==> config.mk <==
export PLATFORM = sky130hd
export DESIGN_NAME = fft_top
export DESIGN_NICKNAME = d
export VERILOG_FILES = /design/src/source/fft_pkg.sv /design/src/source/fft_top.sv /design/src/source/fft_control.sv /design/src/source/fft_config.sv /design/src/source/sample_buffer.sv /design/src/source/butterfly.sv /design/src/source/complex_multiplier.sv
export SDC_FILE = /design/constraint.sdc
export NUM_CORES = 2
export LEC_CHECK = 0
export BUFFER_PORTS_ARGS = -buffer_cell sky130_fd_sc_hd__buf_4
export CORE_MARGIN = 3
export CORE_UTILIZATION = 50
export CTS_CLUSTER_DIAMETER = 30
export DETAILED_ROUTE_END_ITERATION = 7
export GPL_ROUTABILITY_DRIVEN = 0
export GPL_TIMING_DRIVEN = 0
export PLACE_DENSITY = 0.67
export SYNTH_ARGS = -nofsm -noshare
export SYNTH_HDL_FRONTEND = slang
export SYNTH_SLANG_ARGS = --single-unit
export TNS_END_PERCENT = 5
==> constraint.sdc <==
create_clock -name clk -period 11.7 [get_ports clk]
set_clock_uncertainty 0.2 [all_clocks]
set_input_delay 2.925 -clock clk [delete_from_list [all_inputs] [get_ports clk]]
set_output_delay 2.925 -clock clk [all_outputs]
set_load 0.02 [all_outputs]
==> src/source/fft_pkg.sv <==
// ==========================================================================
// fft package
// widths, sample types, twiddle constants and controller states for the
// iterative 8-point radix-2 DIT FFT engine
// ==========================================================================

package fft_pkg;

  // ========================================================================
  // sizes
  // ========================================================================

  // samples are Q2.14
  localparam int DATA_W   = 16;
  localparam int FRAC_W   = 14;
  localparam int N_POINTS = 8;
  localparam int LOG2_N   = 3;

  // full product sum width, two 32-bit products plus headroom
  localparam int ACC_W = 2 * DATA_W + 2;
  // butterfly sum width, one guard bit
  localparam int SUM_W = DATA_W + 1;

  // multiplier latency in edges, one real product per cycle
  localparam int MUL_CYCLES = 4;

  // ========================================================================
  // types
  // ========================================================================

  typedef logic signed [DATA_W-1:0] data_t;
  typedef logic signed [ACC_W-1:0]  acc_t;
  typedef logic signed [SUM_W-1:0]  sum_t;
  typedef logic [LOG2_N-1:0]        addr_t;
  typedef logic [LOG2_N-2:0]        twiddle_idx_t;
  typedef logic [LOG2_N-1:0]        stage_mask_t;

  // twiddle magnitudes, W8^k = cos - j*sin for the forward transform
  localparam data_t TW_ONE        = 16'sd16384;
  localparam data_t TW_HALF_SQRT2 = 16'sd11585;

  // frame sequencing
  typedef enum logic [2:0] {
    st_idle,
    st_load,
    st_issue,
    st_wait,
    st_unload
  } ctrl_state_t;

endpackage
==> src/source/fft_top.sv <==
// ==========================================================================
// fft top level
// 8-point iterative FFT: config block, frame controller, sample buffer
// and one shared butterfly
// ==========================================================================

module fft_top import fft_pkg::*; (
  input  logic        clk,
  input  logic        reset,
  input  logic        cfg_wr,
  input  stage_mask_t cfg_scale,
  input  logic        cfg_inverse,
  input  logic        start,
  input  logic        in_valid,
  input  data_t       in_re,
  input  data_t       in_im,
  output logic        busy,
  output logic        out_valid,
  output addr_t       out_index,
  output data_t       out_re,
  output data_t       out_im,
  output logic        done
);

  stage_mask_t scale_mask;
  logic        inverse;

  // buffer load and address lines
  logic  ld_en;
  addr_t ld_addr;
  data_t ld_re;
  data_t ld_im;
  addr_t rd_a_addr;
  addr_t rd_b_addr;
  data_t rd_a_re;
  data_t rd_a_im;
  data_t rd_b_re;
  data_t rd_b_im;

  // write-back
  logic  wb_en;
  addr_t wb_a_addr;
  addr_t wb_b_addr;
  data_t wb_a_re;
  data_t wb_a_im;
  data_t wb_b_re;
  data_t wb_b_im;

  // butterfly handshake and twiddle
  logic  bf_recv_val;
  logic  bf_recv_rdy;
  logic  bf_send_val;
  data_t bf_wr;
  data_t bf_wi;
  logic  bf_scale;

  fft_config u_config (
    .clk         (clk),
    .reset       (reset),
    .cfg_wr      (cfg_wr),
    .cfg_scale   (cfg_scale),
    .cfg_inverse (cfg_inverse),
    .busy        (busy),
    .scale_mask  (scale_mask),
    .inverse     (inverse)
  );

  fft_control u_control (
    .clk         (clk),
    .reset       (reset),
    .start       (start),
    .in_valid    (in_valid),
    .in_re       (in_re),
    .in_im       (in_im),
    .scale_mask  (scale_mask),
    .inverse     (inverse),
    .busy        (busy),
    .ld_en       (ld_en),
    .ld_addr     (ld_addr),
    .ld_re       (ld_re),
    .ld_im       (ld_im),
    .rd_a_addr   (rd_a_addr),
    .rd_b_addr   (rd_b_addr),
    .wb_en       (wb_en),
    .wb_a_addr   (wb_a_addr),
    .wb_b_addr   (wb_b_addr),
    .bf_recv_val (bf_recv_val),
    .bf_recv_rdy (bf_recv_rdy),
    .bf_send_val (bf_send_val),
    .bf_wr       (bf_wr),
    .bf_wi       (bf_wi),
    .bf_scale    (bf_scale),
    .out_valid   (out_valid),
    .out_index   (out_index),
    .done        (done)
  );

  sample_buffer u_buffer (
    .clk       (clk),
    .reset     (reset),
    .ld_en     (ld_en),
    .ld_addr   (ld_addr),
    .ld_re     (ld_re),
    .ld_im     (ld_im),
    .rd_a_addr (rd_a_addr),
    .rd_b_addr (rd_b_addr),
    .rd_a_re   (rd_a_re),
    .rd_a_im   (rd_a_im),
    .rd_b_re   (rd_b_re),
    .rd_b_im   (rd_b_im),
    .wb_en     (wb_en),
    .wb_a_addr (wb_a_addr),
    .wb_b_addr (wb_b_addr),
    .wb_a_re   (wb_a_re),
    .wb_a_im   (wb_a_im),
    .wb_b_re   (wb_b_re),
    .wb_b_im   (wb_b_im)
  );

  // operands straight from the read ports, c back to top, d to bottom
  butterfly u_butterfly (
    .clk      (clk),
    .reset    (reset),
    .recv_val (bf_recv_val),
    .recv_rdy (bf_recv_rdy),
    .ar       (rd_a_re),
    .ai       (rd_a_im),
    .br       (rd_b_re),
    .bi       (rd_b_im),
    .wr       (bf_wr),
    .wi       (bf_wi),
    .scale    (bf_scale),
    .send_val (bf_send_val),
    .cr       (wb_a_re),
    .ci       (wb_a_im),
    .dr       (wb_b_re),
    .di       (wb_b_im)
  );

  // output stream comes off read port a
  assign out_re = rd_a_re;
  assign out_im = rd_a_im;

endmodule

==> src/source/fft_control.sv <==
// ==========================================================================
// fft controller
// frame FSM: bit-reversed load, 3 stages x 4 butterflies issued one at a
// time with twiddle lookup, then natural-order unload
// ==========================================================================

module fft_control import fft_pkg::*; (
  input  logic        clk,
  input  logic        reset,
  input  logic        start,
  input  logic        in_valid,
  input  data_t       in_re,
  input  data_t       in_im,
  input  stage_mask_t scale_mask,
  input  logic        inverse,
  output logic        busy,
  output logic        ld_en,
  output addr_t       ld_addr,
  output data_t       ld_re,
  output data_t       ld_im,
  output addr_t       rd_a_addr,
  output addr_t       rd_b_addr,
  output logic        wb_en,
  output addr_t       wb_a_addr,
  output addr_t       wb_b_addr,
  output logic        bf_recv_val,
  input  logic        bf_recv_rdy,
  input  logic        bf_send_val,
  output data_t       bf_wr,
  output data_t       bf_wi,
  output logic        bf_scale,
  output logic        out_valid,
  output addr_t       out_index,
  output logic        done
);

  ctrl_state_t state;

  // sample counter for load and unload
  addr_t       cnt;
  logic [1:0]  stage;
  logic [1:0]  bfly;
  stage_mask_t scale_q;
  logic        inv_q;

  logic         last_cnt;
  logic         last_bfly;
  addr_t        span;
  addr_t        low;
  addr_t        top;
  addr_t        bottom;
  twiddle_idx_t k;
  data_t        tw_im;

  assign last_cnt  = cnt == addr_t'(N_POINTS - 1);
  assign last_bfly = (stage == 2'(LOG2_N - 1)) && (bfly == 2'(N_POINTS / 2 - 1));

  // ========================================================================
  // butterfly addressing and twiddle
  // ========================================================================

  always_comb begin
    span   = addr_t'(1) << stage;
    low    = addr_t'(bfly) & (span - addr_t'(1));
    // group base is (j >> s) * 2 * span
    top    = ((addr_t'(bfly) >> stage) << (stage + 2'd1)) | low;
    bottom = top + span;
    k      = twiddle_idx_t'(low << (LOG2_N - 1 - stage));
  end

  // forward table, imaginary part negated for the inverse
  always_comb begin
    case (k)
      2'd0: begin
        bf_wr = TW_ONE;
        tw_im = '0;
      end
      2'd1: begin
        bf_wr = TW_HALF_SQRT2;
        tw_im = -TW_HALF_SQRT2;
      end
      2'd2: begin
        bf_wr = '0;
        tw_im = -TW_ONE;
      end
      default: begin
        bf_wr = -TW_HALF_SQRT2;
        tw_im = -TW_HALF_SQRT2;
      end
    endcase
  end

  assign bf_wi    = inv_q ? -tw_im : tw_im;
  assign bf_scale = scale_q[stage];

  // ========================================================================
  // strobes and buffer ports
  // ========================================================================

  assign busy        = state != st_idle;
  // load at the bit-reversed index
  assign ld_en       = (state == st_load) && in_valid;
  assign ld_addr     = {cnt[0], cnt[1], cnt[2]};
  assign ld_re       = in_re;
  assign ld_im       = in_im;
  // port a streams the result during unload
  assign rd_a_addr   = (state == st_unload) ? cnt : top;
  assign rd_b_addr   = bottom;
  assign bf_recv_val = state == st_issue;
  // write-back on the butterfly output strobe
  assign wb_en       = (state == st_wait) && bf_send_val;
  assign wb_a_addr   = top;
  assign wb_b_addr   = bottom;
  assign out_valid   = state == st_unload;
  assign out_index   = cnt;
  assign done        = (state == st_unload) && last_cnt;

  // ========================================================================
  // frame FSM
  // ========================================================================

  always_ff @(posedge clk) begin
    if (reset) begin
      state   <= st_idle;
      cnt     <= '0;
      stage   <= '0;
      bfly    <= '0;
      scale_q <= '0;
      inv_q   <= 1'b0;
    end else begin
      case (state)
        st_idle: begin
          if (start) begin
            // settings fixed for the whole frame
            scale_q <= scale_mask;
            inv_q   <= inverse;
            cnt     <= '0;
            state   <= st_load;
          end
        end
        st_load: begin
          if (in_valid) begin
            cnt <= cnt + addr_t'(1);
            if (last_cnt) begin
              stage <= '0;
              bfly  <= '0;
              state <= st_issue;
            end
          end
        end
        st_issue: begin
          if (bf_recv_rdy) begin
            state <= st_wait;
          end
        end
        st_wait: begin
          if (bf_send_val) begin
            if (last_bfly) begin
              cnt   <= '0;
              state <= st_unload;
            end else begin
              bfly  <= bfly + 2'd1;
              // next stage after the fourth butterfly
              if (bfly == 2'(N_POINTS / 2 - 1)) begin
                stage <= stage + 2'd1;
              end
              state <= st_issue;
            end
          end
        end
        st_unload: begin
          cnt <= cnt + addr_t'(1);
          if (last_cnt) begin
            state <= st_idle;
          end
        end
        default: state <= st_idle;
      endcase
    end
  end

endmodule

==> src/source/fft_config.sv <==
// ==========================================================================
// fft configuration
// per-stage scale mask and inverse flag, frozen while a frame is running
// ==========================================================================

module fft_config import fft_pkg::*; (
  input  logic        clk,
  input  logic        reset,
  input  logic        cfg_wr,
  input  stage_mask_t cfg_scale,
  input  logic        cfg_inverse,
  input  logic        busy,
  output stage_mask_t scale_mask,
  output logic        inverse
);

  logic wr_ok;

  // writes during a frame are dropped, not deferred
  assign wr_ok = cfg_wr & ~busy;

  always_ff @(posedge clk) begin
    if (reset) begin
      scale_mask <= '0;
      inverse    <= 1'b0;
    end else if (wr_ok) begin
      // bit s halves the outputs of stage s
      scale_mask <= cfg_scale;
      // conjugate twiddles
      inverse    <= cfg_inverse;
    end
  end

endmodule

==> src/source/sample_buffer.sv <==
// ==========================================================================
// sample buffer
// eight complex words with a load port, two combinational read ports and
// a two-word butterfly write-back port
// ==========================================================================

module sample_buffer import fft_pkg::*; (
  input  logic  clk,
  input  logic  reset,
  input  logic  ld_en,
  input  addr_t ld_addr,
  input  data_t ld_re,
  input  data_t ld_im,
  input  addr_t rd_a_addr,
  input  addr_t rd_b_addr,
  output data_t rd_a_re,
  output data_t rd_a_im,
  output data_t rd_b_re,
  output data_t rd_b_im,
  input  logic  wb_en,
  input  addr_t wb_a_addr,
  input  addr_t wb_b_addr,
  input  data_t wb_a_re,
  input  data_t wb_a_im,
  input  data_t wb_b_re,
  input  data_t wb_b_im
);

  data_t mem_re [N_POINTS];
  data_t mem_im [N_POINTS];

  // load and write-back never overlap, the controller phases keep them apart
  always_ff @(posedge clk) begin
    if (reset) begin
      for (int i = 0; i < N_POINTS; i++) begin
        mem_re[i] <= '0;
        mem_im[i] <= '0;
      end
    end else if (ld_en) begin
      mem_re[ld_addr] <= ld_re;
      mem_im[ld_addr] <= ld_im;
    end else if (wb_en) begin
      // top and bottom of a butterfly are always distinct words
      mem_re[wb_a_addr] <= wb_a_re;
      mem_im[wb_a_addr] <= wb_a_im;
      mem_re[wb_b_addr] <= wb_b_re;
      mem_im[wb_b_addr] <= wb_b_im;
    end
  end

  // port a feeds the butterfly top operand and the output stream
  assign rd_a_re = mem_re[rd_a_addr];
  assign rd_a_im = mem_im[rd_a_addr];
  // port b feeds the bottom operand
  assign rd_b_re = mem_re[rd_b_addr];
  assign rd_b_im = mem_im[rd_b_addr];

endmodule

==> src/source/butterfly.sv <==
// ==========================================================================
// butterfly
// radix-2 butterfly c = a + w*b, d = a - w*b with a val/rdy input,
// optional halving of both outputs and registered results
// ==========================================================================

module butterfly import fft_pkg::*; (
  input  logic  clk,
  input  logic  reset,
  input  logic  recv_val,
  output logic  recv_rdy,
  input  data_t ar,
  input  data_t ai,
  input  data_t br,
  input  data_t bi,
  input  data_t wr,
  input  data_t wi,
  input  logic  scale,
  output logic  send_val,
  output data_t cr,
  output data_t ci,
  output data_t dr,
  output data_t di
);

  logic  accept;
  logic  busy_q;
  logic  mul_done;
  data_t tr;
  data_t ti;

  // a and scale held until the twiddle product is ready
  data_t ar_q;
  data_t ai_q;
  logic  scale_q;

  // wide sums, one cycle after mul_done
  logic sum_vld;
  sum_t c_re_s;
  sum_t c_im_s;
  sum_t d_re_s;
  sum_t d_im_s;

  // optional halving, then wrap to the sample width
  function automatic data_t halve_wrap(input sum_t s, input logic sc);
    sum_t v;
    v = sc ? (s >>> 1) : s;
    return v[DATA_W-1:0];
  endfunction

  assign recv_rdy = ~busy_q;
  assign accept   = recv_val & recv_rdy;

  complex_multiplier u_mul (
    .clk       (clk),
    .reset     (reset),
    .mul_start (accept),
    .br        (br),
    .bi        (bi),
    .wr        (wr),
    .wi        (wi),
    .mul_done  (mul_done),
    .pr        (tr),
    .pi        (ti)
  );

  // busy from the accepting edge through the send_val cycle
  always_ff @(posedge clk) begin
    if (reset) begin
      busy_q   <= 1'b0;
      sum_vld  <= 1'b0;
      send_val <= 1'b0;
    end else begin
      sum_vld  <= mul_done;
      send_val <= sum_vld;
      if (accept) begin
        busy_q <= 1'b1;
      end else if (send_val) begin
        busy_q <= 1'b0;
      end
    end
  end

  always_ff @(posedge clk) begin
    if (accept) begin
      ar_q    <= ar;
      ai_q    <= ai;
      scale_q <= scale;
    end
    if (mul_done) begin
      c_re_s <= sum_t'(ar_q) + sum_t'(tr);
      c_im_s <= sum_t'(ai_q) + sum_t'(ti);
      d_re_s <= sum_t'(ar_q) - sum_t'(tr);
      d_im_s <= sum_t'(ai_q) - sum_t'(ti);
    end
    if (sum_vld) begin
      cr <= halve_wrap(c_re_s, scale_q);
      ci <= halve_wrap(c_im_s, scale_q);
      dr <= halve_wrap(d_re_s, scale_q);
      di <= halve_wrap(d_im_s, scale_q);
    end
  end

endmodule

==> src/source/complex_multiplier.sv <==
// ==========================================================================
// complex multiplier
// sequential complex product p = b * w through one shared real multiplier,
// four cycles per product, Q2.14 result truncated toward minus infinity
// ==========================================================================

module complex_multiplier import fft_pkg::*; (
  input  logic  clk,
  input  logic  reset,
  input  logic  mul_start,
  input  data_t br,
  input  data_t bi,
  input  data_t wr,
  input  data_t wi,
  output logic  mul_done,
  output data_t pr,
  output data_t pi
);

  // operands held for the whole product
  data_t br_q;
  data_t bi_q;
  data_t wr_q;
  data_t wi_q;

  logic       active;
  logic [1:0] step;

  // shared multiplier operands and result
  data_t mul_x;
  data_t mul_y;
  acc_t  prod;

  acc_t acc_re;
  acc_t acc_im;
  // imaginary sum including the last product
  acc_t im_final;

  // product schedule
  // step 0: br*wr  step 1: bi*wi  step 2: br*wi  step 3: bi*wr
  always_comb begin
    case (step)
      2'd0: begin
        mul_x = br_q;
        mul_y = wr_q;
      end
      2'd1: begin
        mul_x = bi_q;
        mul_y = wi_q;
      end
      2'd2: begin
        mul_x = br_q;
        mul_y = wi_q;
      end
      default: begin
        mul_x = bi_q;
        mul_y = wr_q;
      end
    endcase
  end

  // signed operands, sign extended to the accumulator width
  assign prod     = mul_x * mul_y;
  assign im_final = acc_im + prod;

  // control
  always_ff @(posedge clk) begin
    if (reset) begin
      active   <= 1'b0;
      step     <= '0;
      mul_done <= 1'b0;
    end else begin
      mul_done <= 1'b0;
      if (mul_start) begin
        active <= 1'b1;
        step   <= '0;
      end else if (active) begin
        step <= step + 2'd1;
        if (step == 2'(MUL_CYCLES - 1)) begin
          active   <= 1'b0;
          mul_done <= 1'b1;
        end
      end
    end
  end

  // datapath
  always_ff @(posedge clk) begin
    if (mul_start) begin
      br_q <= br;
      bi_q <= bi;
      wr_q <= wr;
      wi_q <= wi;
    end
    if (active) begin
      case (step)
        2'd0: acc_re <= prod;
        2'd1: acc_re <= acc_re - prod;
        2'd2: acc_im <= prod;
        default: begin
          // arithmetic shift by FRAC_W then keep the low DATA_W bits
          pr <= acc_re[FRAC_W +: DATA_W];
          pi <= im_final[FRAC_W +: DATA_W];
        end
      endcase
    end
  end

endmodule

Word level (Yosys, flattened, before mapping)
Memories as Yosys holds them, arrays and structs flattened. A register that Yosys moved wholly into a read port is not among the register bits. Cells that the tools add are included.

$add $sub $neg: 14. $mul: 1. Order comparisons: 1. Equal/unequal tests: 21. Shift-type cells: 4. Muxes and demuxes: 68. Bitwise gates (word level): 8. Reduce and logical (&&, ||, !) cells: 31.

Operator list (count): 16-bit two-way mux (13); 16-bit OR reduction (6); 34-bit case mux with 2 select lines (1); 3-bit two-way mux (18); 16-bit case mux with 3 select lines (1); 16-bit by 16-bit adder with 17-bit output (2); 16-bit by 16-bit subtractor with 17-bit output (2); 34-bit by 32-bit subtractor with 34-bit output (1); 16-bit by 16-bit multiplier with 32-bit output (1); 16-bit case mux with 2 select lines (1); 3-bit by 32-bit << shifter with 2-bit output (1); 30-bit adder (1); 1-bit two-way mux (22); 16-bit negator (1); 3-bit case mux with 5 select lines (1); 2-bit two-way mux (7); 3-bit case mux with 4 select lines (1); 6-bit AND reduction (2); 2-bit == test (second input constant) (5); 2-bit by 1-bit != test with 1-bit output (second input constant) (5); 5-bit AND reduction (2); 2-bit != test (second input constant) (4); 2-bit case mux with 2 select lines (2); 2-bit AND reduction (4); other kinds (26) (44).

Flip-flop bits (word level): 318. Memory bits (writable): 256. Word-level logic and storage cells: 181. Memories: 2.

Memory list: u_buffer.mem_im (words 8, bits a word 16, read ports 2, clocked after memory_dff 1, wr ports 8, RTL line sample_buffer.sv:30) `data_t mem_im [N_POINTS];`; u_buffer.mem_re (words 8, bits a word 16, read ports 2, clocked after memory_dff 1, wr ports 8, RTL line sample_buffer.sv:29) `data_t mem_re [N_POINTS];`.

Depth between registers and ports, before layout
Depth after elaboration: 8. Mapped depth: 40. Gate-level depth less buffers: 39.

Hierarchy
From an unflattened synthesis, not the netlist that was laid out.

Cells, all modules: 3762. Area, all modules: 44501.4 um2.

By module, submodules not included: complex_multiplier (times used 1, cells each 1717, area each 17473.0 um2, sequential area each 4764.6 um2); sample_buffer (times used 1, cells each 1129, area each 16278.1 um2, sequential area each 7687.4 um2); butterfly (times used 1, cells each 715, area each 8952.3 um2, sequential area each 4954.8 um2); fft_control (times used 1, cells each 184, area each 1614.0 um2, sequential area each 280.3 um2); fft_config (times used 1, cells each 17, area each 183.9 um2, sequential area each 80.1 um2).

Worst setup path after synthesis
OpenSTA, ideal clock, no wires.

Kind: register to register. Start: register u_butterfly.u_mul.step[0]. End: register u_butterfly.u_mul.acc_re[28] (data pin). Library setup time: 269 ps. Arrival time: 9638 ps. Data required time: 11231 ps. Setup slack: 1593 ps. Cell stages (with the launch flop): 37. Cells stage by stage: dfxtp_1 -> inv_1 -> ha_1 -> nor2_1 -> clkbuf_1 -> clkbuf_1 -> mux2_2 -> nand2_1 -> fa_1 -> fa_1 -> fa_1 -> inv_1 -> fa_1 -> fa_1 -> inv_1 -> fa_1 -> inv_1 -> ha_1 -> a21oi_1 -> and2_1 -> a21oi_1 -> or2_2 -> xor2_1 -> inv_1 -> ha_1 -> and4_1 -> and3_1 -> nand3_1 -> o211a_1 -> o31ai_2 -> maj3_1 -> maj3_1 -> o21bai_4 -> or4_1 -> a21oi_1 -> o21ai_2 -> xnor2_1.

Longest elaborated chain between the ends: 6.

Ends and longest elaborated chain: start, declared (RTL line complex_multiplier.sv:27) `logic [1:0] step;`; start signal, assigned (RTL line complex_multiplier.sv:78) `step <= step + 2'd1;`; 2-bit == test, or another cell as far along (RTL line complex_multiplier.sv:42) `case (step)`; 2-bit OR reduction (no line); 16-bit two-way mux (RTL line complex_multiplier.sv:42); 16-bit by 16-bit multiplier with 32-bit output (*) (RTL line complex_multiplier.sv:63) `assign prod = mul_x * mul_y;`; named net u_butterfly.u_mul.prod[15] (RTL line complex_multiplier.sv:32) `acc_t prod;`; 34-bit by 32-bit subtractor with 34-bit output (*) (RTL line complex_multiplier.sv:98) `2'd1: acc_re <= acc_re - prod;`; 34-bit case mux with 2 select lines (*) (RTL line complex_multiplier.sv:96) `case (step)`; end signal, assigned (RTL line complex_multiplier.sv:97) `2'd0: acc_re <= prod;`; end signal, assigned (RTL line complex_multiplier.sv:98); end, declared (RTL line complex_multiplier.sv:34) `acc_t acc_re;`.

The timed path passes the listed nets; every way through them passes the cells marked *. A chain may end at the register's enable or synchronous reset.

Worst setup path in the final report
Ends and elaborated chain as after synthesis.

==> run_results.csv <==
group,metric,value,unit
sta,fin_crit,11.10,ns
sta,maxSlewViolCount,0,
clocking,htreeDepth,3,
critical_path,cp-end-kind,"flop",
global_routing,grt_pass1_wl,201.7,mm
die,die-area,0.08569,mm²
outcome,outcome,"finished clean",
placed_design,portBuffers,77,
final_layout,num-nets-final,4607,
clocking,clockRootBuffer,"clkbuf_16",
critical_path,slowest_delay,0.73,ns
sta,setup_viol,0,
detailed_routing,vias,32430,
clocking,numCtsBuffers,119,
clocking,hold_buffers,0,
synth,synth_cell_types,83,
detailed_routing,firstDrtPassIters,7,
synth,syn_nets,4386,
sta,clock.fmax,90.10,MHz
detailed_routing,initialDrtViolationCount,3960,
synth,yosysTopAreaCellShare,40.33,%
final_layout,final_common_cell,"nand2_1",
synth,synth-edff-count,552,
critical_path,critical_path_peak_fanout,10,
sta,grt_setup_unrepaired,"false",
synth,synth.largest_area_cell,"edfxtp_1",
final_layout,syn2layout_area_growth,15.61,%
synth,synthCells,3902,
critical_path,timing.rr.start,"u_butterfly.u_mul.step[0]$_SDFFE_PP0P_",
hold_path,hold-path-cell-count,0,
die,io-pin-count,79,
sta,max_slew.worst_pin.slew,1.443,ns
synth,syn_area,0.04111,mm²
detailed_routing,routedWlPerCell,25.81,µm
global_routing,grtUsageTotal,31.81,%
die,num_rows,104,
critical_path,cp.arrival,11.31,ns
clocking,post_cts_resized,1,
global_routing,antenna_found_initial,16,
critical_path,crit_buf_inv,6,
synth,yosysSeqAreaShare,41.54,%
clocking,clk_path_buf_depth,3,
clocking,cts_tree,"built",
placed_design,dp_hpwl,101.7,mm
critical_path,worstSetupPathType,"reg -> reg",
critical_path,critPathLaunch,"u_butterfly.u_mul.step[0]$_SDFFE_PP0P_",
clocking,clkTransAtPathRegs,0.05,ns
critical_path,crit_family,"adder cells",
hold_path,min_from,"u_butterfly.u_mul.acc_re[15]$_DFFE_PP_",
critical_path,worstPathRequired,11.91,ns
critical_path,rrSetupSlack,0.60,ns
detailed_routing,postRouteAntennaNets,0,
global_routing,grt_max_degree,68,
die,core,0.08094,mm²
global_routing,grt_overflow,0,
sta,maxSlewHeadroom,2.787,%
die,die_y,292.7,µm
clocking,cts_num_sinks,577,
clocking,cts_setup_buffers,0,
synth,synth.area.top_cells,"edfxtp_1, fa_1, ha_1",
final_layout,layout_common_cells,"nand2_1, edfxtp_1, inv_1",
critical_path,slowest_stage,"mux2i_1",
critical_path,worstRegToRegCells,35,
global_routing,grt_pass1_vias,31970,
detailed_routing,drt_wl_total,136.7,mm
synth,synth-seq-cells,577,
die,start_util,50.79,%
hold_path,whs_endpoint,"u_butterfly.u_mul.pr[1]$_DFFE_PP_",
synth,ys_async_sr_fraction,0,%
die,fp.dieW,292.7,µm
critical_path,critPathLaunchType,"flop",
clocking,insertion_delay,0.69,ns
hold_path,hold_path_class,"reg -> reg",
synth,synth_flop_cell,"edfxtp_1",
detailed_routing,drc_errors,0,
final_layout,drive_above_1_share,13.42,%
detailed_routing,viasPerCell,6.123,
synth,syn_area_per_cell,10.53,µm²
sta,fin_crit_sh,94.86,%
run,maxCapViolations,0,
critical_path,rr_endpoint,"u_butterfly.u_mul.acc_re[28]$_DFFE_PP_",
sta,setup_ws,0.6017,ns
critical_path,cpMostUsedCell,"fa_1",
synth,ys_warn_count,0,
placed_design,post-place-ws,-0.1211,ns
sta,hold_violations,0,
[layer usage]
metal  routed length (µm)  vias up  track usage (%)
li1                     -    14130                -
met1                52040    15690            41.98
met2                59640     2098            47.80
met3                16640      507            8.939
met4                 8298        8            17.14
met5                   54        -                0
[sequential cells by signal, indices dropped and copies added, names as in the netlist, 17 cells and up]
signal                    cells
u_buffer.mem_im             128
u_buffer.mem_re             128
u_butterfly.c_im_s           17
u_butterfly.d_re_s           17
u_butterfly.u_mul.acc_im     30
u_butterfly.u_mul.acc_re     30
[through the flow]
stage | cells | utilization, % | TNS [ns] | area (µm²) | hold slack, ns
global placement | 5039 | 53.14 | -159.84 | 43010 | 0.2582
detailed placement | 5061 | 53.54 | -0.1211 | 43340 | 0.2607
global route | 5284 | 58.68 | 0 | 47490 | 0.2869
floorplan | 3902 | - | 0 | 41110 | 0.2264
CTS | 5283 | 58.64 | 0 | 47460 | 0.2623
finish | 5296 | 58.72 | 0 | 47520 | 0.2612
[synth_stat cells, drive strengths merged (6+ instances only)]
cell type    n
o31ai      265
nand2b      29
nor3        27
or3         10
or2         12
nand2      671
nand3      186
o211ai       9
mux2       107
mux2i       70
dfxtp       25
maj3         6
and3        20
a21boi       6
xor2        44
o21a        18
edfxtp     552
o21ai      119
mux4        64
nand3b       9
clkbuf     155
a21oi      114
xnor2       86
a21o        32
ha         214
a211oi      12
o21bai      23
buf         72
fa         229
inv        428
nand4        7
and2        15
nor2       177
nor2b       22
a31oi        8
[final cells by class]
type	count	area [µm²]
Sequential cell	577	17080
Timing Repair Buffer	100	877.1
Inverter	428	1607
Buffer	227	973.4
Multi-Input combinational cell	2670	21510
Clock inverter	90	1008
Tap cell	1060	1326
Clock buffer	132	3110
Antenna cell	12	30.03
Fill cell	6746	33410
[cell families after synthesis]
| kind of cell | after synthesis | share of synthesized area [%] |
|---|---|---|
| simple gates | 1205 | 12.68 |
| compound gates | 645 | 10.69 |
| flops | 577 | 41.54 |
| fa+ha+maj | 449 | 17.82 |
| xor+xnor | 130 | 2.852 |
| mux | 241 | 8.142 |
| buf+inv | 655 | 6.270 |
[worst max-delay path by stage]
stage | slack, ns | end | depth (start not counted)
finish | 0.60 | u_butterfly.u_mul.acc_re[28]$_DFFE_PP_ | 35
global placement | -2.08 | u_butterfly.u_mul.br_q[9]$_DFFE_PP_ | 3
global route | 0.04 | u_butterfly.u_mul.acc_re[28]$_DFFE_PP_ | 36
CTS | 0.12 | u_butterfly.u_mul.acc_re[28]$_DFFE_PP_ | 36
floorplan | 1.59 | u_butterfly.u_mul.acc_re[28]$_DFFE_PP_ | 36
detailed placement | -0.12 | u_butterfly.u_mul.acc_re[28]$_DFFE_PP_ | 36
Power is left out: the tool's default activity adds up to more than one toggle a clock period on the data nets, which glitch-free logic cannot reach.
